**src/rtl/mbxPkg.sv**
```systemverilog
// Buffer is fixed at four words since a word index is two address bits; NumWords is not a knob
package mbxPkg;

  ////////////////////////////////////////
  // Buffer geometry
  ////////////////////////////////////////

  // Number of words held in the memory buffer
  localparam int NumWords = 4;

  ////////////////////////////////////////
  // Word types
  ////////////////////////////////////////

  // Index of one buffer word, used for the word address and the select
  typedef logic [$clog2(NumWords)-1:0] wordIdxT;

  // One bit per buffer word
  // Used for load masks, set and clear strobes and pending flags
  typedef logic [NumWords-1:0] wordVecT;

  // Data code stored alongside each word
  // Carried through unchanged from load to the memory side
  typedef logic [1:0] dataCodeT;

  ////////////////////////////////////////
  // Drain state machine
  ////////////////////////////////////////

  // selIdle samples the pending requests
  // selSend holds the chosen word until memory acknowledges it
  typedef enum logic {
    selIdle,
    selSend
  } selStateT;

endpackage
```
**src/rtl/mbxTop.sv**
```systemverilog
// Four-word memory buffer bookkeeping; plain strobes and levels only, memAck is honored only while memWrRq is high
`timescale 1ns/10ps

module mbxTop (
  input  logic             clk,
  input  logic             rstN,
  input  logic             loadStrobe,
  input  logic             oneWord,
  input  mbxPkg::wordIdxT  wordAdr,
  input  mbxPkg::wordVecT  wordMask,
  input  logic             parIn,
  input  mbxPkg::dataCodeT codeIn,
  input  logic             memAck,
  output logic             memWrRq,
  output mbxPkg::wordIdxT  mbSel,
  output logic             mbPar,
  output mbxPkg::dataCodeT mbDataCode,
  output logic             pendingAny,
  output logic             xferDone
);

  mbxPkg::wordVecT  setVec;
  mbxPkg::wordVecT  clrVec;
  mbxPkg::wordVecT  reqVec;
  mbxPkg::wordVecT  parVec;
  mbxPkg::dataCodeT codeArr [mbxPkg::NumWords];

  ////////////////////////////////////////
  // Load side
  ////////////////////////////////////////

  mbLoadDecode u_loadDecode (
    .clk        (clk),
    .rstN       (rstN),
    .loadStrobe (loadStrobe),
    .oneWord    (oneWord),
    .wordAdr    (wordAdr),
    .wordMask   (wordMask),
    .setVec     (setVec)
  );

  ////////////////////////////////////////
  // Buffer words
  ////////////////////////////////////////

  for (genvar i = 0; i < mbxPkg::NumWords; i++) begin : gSlot
    mbWordSlot u_wordSlot (
      .clk      (clk),
      .rstN     (rstN),
      .setWord  (setVec[i]),
      .clrWord  (clrVec[i]),
      .parIn    (parIn),
      .codeIn   (codeIn),
      .req      (reqVec[i]),
      .par      (parVec[i]),
      .dataCode (codeArr[i])
    );
  end

  ////////////////////////////////////////
  // Memory side
  ////////////////////////////////////////

  mbWordSelect u_wordSelect (
    .clk        (clk),
    .rstN       (rstN),
    .reqVec     (reqVec),
    .parVec     (parVec),
    .codeArr    (codeArr),
    .memAck     (memAck),
    .clrVec     (clrVec),
    .memWrRq    (memWrRq),
    .mbSel      (mbSel),
    .mbPar      (mbPar),
    .mbDataCode (mbDataCode),
    .pendingAny (pendingAny),
    .xferDone   (xferDone)
  );

endmodule

```
**src/rtl/mbWordSelect.sv**
```systemverilog
// Lowest pending word goes first; select is held with no time limit until memAck, one idle cycle between words
`timescale 1ns/10ps

module mbWordSelect (
  input  logic             clk,
  input  logic             rstN,
  input  mbxPkg::wordVecT  reqVec,
  input  mbxPkg::wordVecT  parVec,
  input  mbxPkg::dataCodeT codeArr [mbxPkg::NumWords],
  input  logic             memAck,
  output mbxPkg::wordVecT  clrVec,
  output logic             memWrRq,
  output mbxPkg::wordIdxT  mbSel,
  output logic             mbPar,
  output mbxPkg::dataCodeT mbDataCode,
  output logic             pendingAny,
  output logic             xferDone
);

  mbxPkg::selStateT state;
  mbxPkg::selStateT stateNext;
  mbxPkg::wordIdxT  nextSel;
  mbxPkg::wordIdxT  selReg;
  logic             ackTaken;
  logic             ackSeen;

  ////////////////////////////////////////
  // Priority encoder
  ////////////////////////////////////////

  assign pendingAny = |reqVec;

  // Scan from the top so the lowest pending index is left last
  always_comb begin
    nextSel = '0;
    for (int i = mbxPkg::NumWords - 1; i >= 0; i--) begin
      if (reqVec[i]) begin
        nextSel = mbxPkg::wordIdxT'(i);
      end
    end
  end

  ////////////////////////////////////////
  // Drain FSM
  ////////////////////////////////////////

  // Ack counts only while a request is up
  assign ackTaken = (state == mbxPkg::selSend) && memAck;

  always_comb begin
    stateNext = state;
    case (state)
      mbxPkg::selIdle: begin
        if (pendingAny) begin
          stateNext = mbxPkg::selSend;
        end
      end
      mbxPkg::selSend: begin
        if (memAck) begin
          stateNext = mbxPkg::selIdle;
        end
      end
      default: stateNext = mbxPkg::selIdle;
    endcase
  end

  always_ff @(posedge clk or negedge rstN) begin
    if (!rstN) begin
      state   <= mbxPkg::selIdle;
      selReg  <= '0;
      ackSeen <= 1'b0;
    end else begin
      state   <= stateNext;
      ackSeen <= ackTaken;
      // Select is captured only on entry to selSend
      if (state == mbxPkg::selIdle && pendingAny) begin
        selReg <= nextSel;
      end
    end
  end

  ////////////////////////////////////////
  // Outputs to memory and slots
  ////////////////////////////////////////

  assign memWrRq = (state == mbxPkg::selSend);
  assign mbSel   = selReg;

  // Retire the held word at the ack edge
  assign clrVec = ackTaken ? (mbxPkg::wordVecT'(1) << selReg) : '0;

  // Status follows the slot, so a reload shows one cycle later
  assign mbPar      = parVec[selReg];
  assign mbDataCode = codeArr[selReg];

  // Done only when the last pending word was just retired
  assign xferDone = ackSeen && !pendingAny;

  ////////////////////////////////////////
  // Checks
  ////////////////////////////////////////

  selStableA: assert property (
    @(posedge clk) disable iff (!rstN)
    (memWrRq ##1 memWrRq) |-> $stable(mbSel)
  ) else $error("mbSel changed during a held request");

  // Held word must still be pending in its slot
  selPendingA: assert property (
    @(posedge clk) disable iff (!rstN)
    memWrRq |-> reqVec[selReg]
  ) else $error("request up for a word that is not pending");

endmodule

```
**src/rtl/mbWordSlot.sv**
```systemverilog
// One buffer word; a set and a clear at the same edge keep the word pending with new parity and code
`timescale 1ns/10ps

module mbWordSlot (
  input  logic             clk,
  input  logic             rstN,
  input  logic             setWord,
  input  logic             clrWord,
  input  logic             parIn,
  input  mbxPkg::dataCodeT codeIn,
  output logic             req,
  output logic             par,
  output mbxPkg::dataCodeT dataCode
);

  ////////////////////////////////////////
  // Request flag and stored word status
  ////////////////////////////////////////

  always_ff @(posedge clk or negedge rstN) begin
    if (!rstN) begin
      req      <= 1'b0;
      par      <= 1'b0;
      dataCode <= '0;
    end else if (setWord) begin
      // Load wins over retire
      req      <= 1'b1;
      par      <= parIn;
      dataCode <= codeIn;
    end else if (clrWord) begin
      // Retired by the drain, status left as is
      req      <= 1'b0;
    end
  end

  ////////////////////////////////////////
  // Checks
  ////////////////////////////////////////

  // The drain only retires a word it picked while pending
  clrOnlyPendingA: assert property (
    @(posedge clk) disable iff (!rstN)
    clrWord |-> req
  ) else $error("word retired while not pending");

endmodule

```
**src/rtl/mbLoadDecode.sv**
```systemverilog
// Zero-latency load decode; clk and rstN only feed the check on block loads with an empty mask
`timescale 1ns/10ps

module mbLoadDecode (
  input  logic            clk,
  input  logic            rstN,
  input  logic            loadStrobe,
  input  logic            oneWord,
  input  mbxPkg::wordIdxT wordAdr,
  input  mbxPkg::wordVecT wordMask,
  output mbxPkg::wordVecT setVec
);

  mbxPkg::wordVecT adrOneHot;
  mbxPkg::wordVecT loadSel;

  ////////////////////////////////////////
  // Word selection
  ////////////////////////////////////////

  // Single word load marks only the addressed word
  assign adrOneHot = mbxPkg::wordVecT'(1) << wordAdr;

  // Block load takes the mask as given
  always_comb begin
    if (oneWord) begin
      loadSel = adrOneHot;
    end else begin
      loadSel = wordMask;
    end
  end

  // Nothing is marked outside the strobe cycle
  assign setVec = loadStrobe ? loadSel : '0;

  ////////////////////////////////////////
  // Checks
  ////////////////////////////////////////

  // A block load with no words marked would be lost silently
  blockMaskNonEmptyA: assert property (
    @(posedge clk) disable iff (!rstN)
    (loadStrobe && !oneWord) |-> (wordMask != '0)
  ) else $error("block load with empty word mask");

endmodule

```
**config.mk**
```make
export PLATFORM = sky130hd
export DESIGN_NAME = mbxTop
export DESIGN_NICKNAME = d
export VERILOG_FILES = /design/src/rtl/mbxPkg.sv /design/src/rtl/mbxTop.sv /design/src/rtl/mbWordSelect.sv /design/src/rtl/mbWordSlot.sv /design/src/rtl/mbLoadDecode.sv
export SDC_FILE = /design/constraint.sdc
export NUM_CORES = 1
export LEC_CHECK = 0
export BUFFER_PORTS_ARGS = -buffer_cell sky130_fd_sc_hd__buf_2
export CAP_MARGIN = 20
export CORE_UTILIZATION = 37
export CTS_CLUSTER_DIAMETER = 150
export DETAILED_ROUTE_END_ITERATION = 8
export GPL_TIMING_DRIVEN = 0
export PLACE_DENSITY_LB_ADDON = 0.25
export SYNTH_ARGS = -nofsm -noshare
export SYNTH_HDL_FRONTEND = slang
export SYNTH_SLANG_ARGS = --single-unit
```
**constraint.sdc**
```tcl
create_clock -name clk -period 1.55 [get_ports clk]
set_input_delay 0.31 -clock clk [delete_from_list [all_inputs] [get_ports clk]]
set_output_delay 0.31 -clock clk [all_outputs]
set_load 0.03 [all_outputs]
```
# After elaboration in Yosys (flattened, before gate mapping)
# Cells that the tools add are included.
# op_classes
shifts	2
magnitude_cmp	2
n_bitwise	2
n_mux	23
reduce_logical	9
# op_table
op	n
2-bit two-way mux	6
4-bit two-way mux	3
1-bit two-way mux	11
2-bit nonzero test	4
1-bit by 2-bit left shift with 4-bit output, first input constant	2
2-bit binary-select mux with 2-bit select	1
4-bit OR reduction	1
3-bit >= comparator, second input constant	1
1-bit logical AND	3
2-bit by 3-bit < comparator with 1-bit output, second input constant	1
2-bit inverter with 3-bit output	1
1-bit binary-select mux with 2-bit select	1
1-bit one-hot mux with 2 select lines	1
1-bit logical NOT	1
1-bit inverter	1
# totals
out_inout_bits	8
reg_bits	20

# Logic depth before layout (Yosys ltp)
# logic_depth
depth_word	4
mapped_depth	4
depth_no_buf	3

# By module
# From an unflattened synthesis, not the netlist that was laid out.
# hier_totals
cells_unflattened	76
hier_area_um2	940.9
# modules_own_cells
mod	cells_each	area_each_um2	instances	seq_area_each_um2
mbWordSlot	9	146.4	4	100.1
mbWordSelect	29	284.0	1	100.1
mbLoadDecode	11	71.3	1	0.0

# Worst setup path after synthesis
# No wires, ideal clock.
# synth_path
path_type	reg-to-output
from	register u_wordSelect.selReg[0], in the netlist u_wordSelect.mbSel[0]
to	output port mbDataCode[0]
t_required_ps	1240
arrival_time_ps	1353
n_path_buf	1
path_stages_with_launch	3
setup_slack_ps	-113
path_cell_list	dfrtp_1 > buf_2 > mux4_2
# synth_via
elab_chain_cells	4
# synth_rtl
element	line_no	rtl
start, declared	mbWordSelect.sv:23	mbxPkg::wordIdxT selReg;
start signal, assigned	mbWordSelect.sv:77	selReg <= nextSel;
2-bit inverter with 3-bit output (not written as such)	mbWordSelect.sv:94	assign mbDataCode = codeArr[selReg];
2-bit binary-select mux with 2-bit select	mbWordSelect.sv:94	
2-bit two-way mux (not written as such) (2 in a row)	mbWordSelect.sv:94	
end, declared	mbxTop.sv:17	output mbxPkg::dataCodeT mbDataCode,
# Every way passes these cells. The select of a mux whose other input is x is not followed.

# Worst setup path in the final report
# Same ends and word-level chain as after synthesis.

==> results.py <==
metrics = {
    "synth": {
        "synth_seq_cells": 20,
        "yosysSeqAreaShare": 0.543,
        "synthMuxAreaShare": 0.220,
        "yosys.area_share.simple": 0.122,
        "netlist_area_um2": 921,
        "synth_cell_types": 27,
        "syn_area_per_cell_um2": 12.8,
        "synth_top_family_by_area": "multiplexers",
        "synth_compound_gate_area_share": 0.0883,
        "synth_warnings": 0,
        "syn_inst": 72,
        "synthAdderAreaFrac": 0,
        "syn-num-nets": 86,
        "synth_xor_area_frac": 0,
    },
    "setup_path": {
        "end_kind": "primary output",
        "crit_fanout": 5,
        "cp.required_ps": 1240,
        "cp.arrival_ps": 1480,
        "reg2reg_to": "gSlot[0].u_wordSlot.req",
        "rrSetupSlack_ps": 340,
        "startpoint_type": "flip-flop",
        "r2r_cells": 4,
        "path_class": "flip-flop to primary output",
        "r2r_start": "u_wordSelect.memWrRq",
    },
    "clock_network": {
        "cts_tree": "done",
        "clockRootBuffer": "clkbuf_4",
        "cts.clk_slew.worst_paths_ps": 110,
        "h-tree-depth": 1,
        "numCtsBuffers": 3,
        "clock_latency_ps": 300,
        "cts.sinks": 20,
        "cts_buffer_depth": 2,
    },
    "global_routing": {
        "grt_use_met1": 0.206,
        "antenna_found_initial": 0,
        "grt_start_max_net_pins": 21,
        "grt.busiest_layer": "met2",
        "first_global_vias": 668,
        "grt-ovfl-total": 0,
        "grtUsageMet2": 0.265,
        "grt_pass1_wl_mm": 3.02,
        "grt_usage": 0.160,
        "grtUsageMet3": 0.0526,
    },
    "worst_hold_path": {
        "hold-path-endpoint": "gSlot[3].u_wordSlot.par",
        "hp-class": "primary input to flip-flop",
        "whs_path_depth": 2,
        "hold_start": "parIn",
    },
    "sta": {
        "final.setup.tns_ps": -889,
        "rsz0062_at_grt": "yes",
        "setup_slack_ps": -239,
        "final_hold_viol_count": 0,
        "worst_pin_slew_ps": 447,
        "period_minus_slack_ps": 1790,
        "final_max_slew_viol_count": 0,
        "clock.fmax_mhz": 559,
        "fin_crit_sh": 1.15,
        "skew_ps": 1.01,
        "slew_headroom": 0.702,
        "setup_viol": 5,
    },
    "route": {
        "postRouteWirelength_mm": 1.89,
        "drc": 0,
        "wl_per_cell_um": 14.6,
        "viasPerCell": 5.20,
        "drt-initial-drc-count": 3,
        "ant_nets": 0,
        "via_count": 671,
        "dr.pass1.iters": 2,
    },
    "place": {
        "dp_hpwl_mm": 1.34,
        "dp_slack_ps": 2.18,
        "io_buffer_count": 21,
        "post-place-cells": 121,
        "dpl_cell_area_um2": 1060,
        "gp_congestion": 0.696,
    },
    "pwr": {
        "ir_drop_uv": 793,
        "p_clk_frac": 0.231,
        "p_sw_frac": 0.317,
        "p_int_mw": 1.25,
        "p_comb_frac": 0.366,
        "power.density_nw_per_um2": 1500,
        "seq_power_share": 0.403,
        "p_leak_nw": 0.553,
        "power_switching_mw": 0.578,
    },
    "status": {
        "outcome": "finished, violations left",
        "violations": "negative setup slack",
    },
    "floorplan": {
        "die_x_um": 51.9,
        "rows": 17,
        "boundaryPins": 22,
        "die_area_um2": 2690,
        "die_h_um": 51.9,
        "core_um2": 2280,
        "start_util": 0.405,
    },
    "cells_and_area": {
        "stdcell_count": 129,
        "drive_above_1_share": 0.465,
        "final_area_um2": 1220,
        "fillers": 206,
        "diodes": 0,
        "final_nets": 116,
        "area_growth_pct": 32.5,
    },
    "flow_run": {
        "max-cap-violations": 0,
    },
}
==> worst max-delay path, stage by stage (launching register included) <==
cell     delay, ps
dfrtp_2        380
buf_6          130
mux4_2         510
buf_6          160
==> how the worst max path moves through the flow <==
stage | startpoint | end | slack [ps] | cells after the start
detailed placement | u_wordSelect.mbSel[1] | mbDataCode[0] | 2 | 3
global placement | u_wordSelect.mbSel[1] | mbDataCode[1] | -3 | 3
floorplan | u_wordSelect.mbSel[0] | mbDataCode[0] | 20 | 2
finish | u_wordSelect.mbSel[0] | mbDataCode[0] | -240 | 3
CTS | u_wordSelect.mbSel[0] | mbPar | -250 | 3
global route | u_wordSelect.mbSel[0] | mbDataCode[0] | -300 | 3
==> timing repair <==
item	CTS	global route
resized for setup	15	4
gates cloned	0	0
hold endpoints to repair	20	0
pin swaps	2	3
buffers inserted	3	1
endpoints found under the setup margin	4	5
hold buffers	1	0
==> kinds of logic (layout without fill, tap and decap cells) <==
logic type | count (synthesis) | count (layout)
simple gates | 21 | 21
flops | 20 | 20
mux | 15 | 15
compound gates | 10 | 10
buf+inv | 6 | 35
==> per-stage QoR <==
step / util / power (mW) / hold WS [ps]
after global routing: 0.536 / 1.92 / 261
after detailed placement: 0.468 / 1.25 / 277
after global placement: 0.468 / 1.24 / 286
after floorplan: - / 1.10 / 14.4
after CTS: 0.525 / 1.80 / 254
final: 0.536 / 1.82 / 261
==> cell usage after synthesis <==
cell type / count / area (um^2)
dfrtp_1: 20 / 500
nor2_1: 8 / 30.0
mux2_1: 6 / 67.6
mux2_2: 6 / 67.6
inv_1: 3 / 11.3
mux4_2: 3 / 67.6
a32o_2: 2 / 22.5
clkbuf_1: 2 / 7.51
nand2_1: 2 / 7.51
nand3_1: 2 / 10.0
o22a_1: 2 / 17.5
a21o_1: 1 / 7.51
a21oi_1: 1 / 5.00
a22o_1: 1 / 8.76
and2_4: 1 / 8.76
and3_1: 1 / 6.26
buf_2: 1 / 5.00
nand2b_1: 1 / 6.26
nand3b_1: 1 / 7.51
nand4_1: 1 / 6.26
nand4b_1: 1 / 8.76
nor2b_1: 1 / 6.26
nor3b_1: 1 / 7.51
o21ai_0: 1 / 5.00
o21bai_1: 1 / 7.51
o31ai_1: 1 / 7.51
or4_1: 1 / 7.51
==> sequential cells by signal (all words and copies together) (netlist names) <==
name / flops
u_wordSelect.memWrRq: 1
gSlot.u_wordSlot.par: 4
gSlot.u_wordSlot.req: 4
u_wordSelect.mbSel: 2
gSlot.u_wordSlot.dataCode: 8
u_wordSelect.ackSeen: 1
==> power groups by stage <==
stage / logic [mW] / clock network [mW] / registers [mW]
6_report: 0.668 / 0.421 / 0.735
5_1_grt: 0.719 / 0.447 / 0.754
4_1_cts: 0.633 / 0.432 / 0.732
3_5_place_dp: 0.526 / 0 / 0.723
3_3_place_gp: 0.518 / 0 / 0.718
2_1_floorplan: 0.356 / 0 / 0.742
==> layout by cell type, fill, tap and decap left out, types with 2 or more instances in the layout <==
master and count:
nand2_1 2, nor2_4 2, mux2_1 6, inv_1 3
dfrtp_1 19, mux4_2 3, buf_6 8, mux2_2 6
nor2_1 6, buf_4 2, nand3_1 2, a32o_2 2
buf_2 16, clkbuf_4 3, o22a_1 2
==> final cells by class <==
cell class              instances  area (um^2)  share of cell area
clock buffers                   3         22.5              0.0185
repair buffers                 26          184               0.151
plain buffers                   2         15.0              0.0123
well taps                      28         35.0              0.0287
flip-flops and latches         20          502               0.411
clock inverters                 1         30.0              0.0246
multi-input cells              46          420               0.345
inverters                       3         11.3             0.00923
==> routing by layer <==
layer,routed length (um),share of wire
met4,0,0
met5,0,0
met1,845,0.45
met2,963,0.51
met3,77,0.041
(Power assumes the default switching activity.)
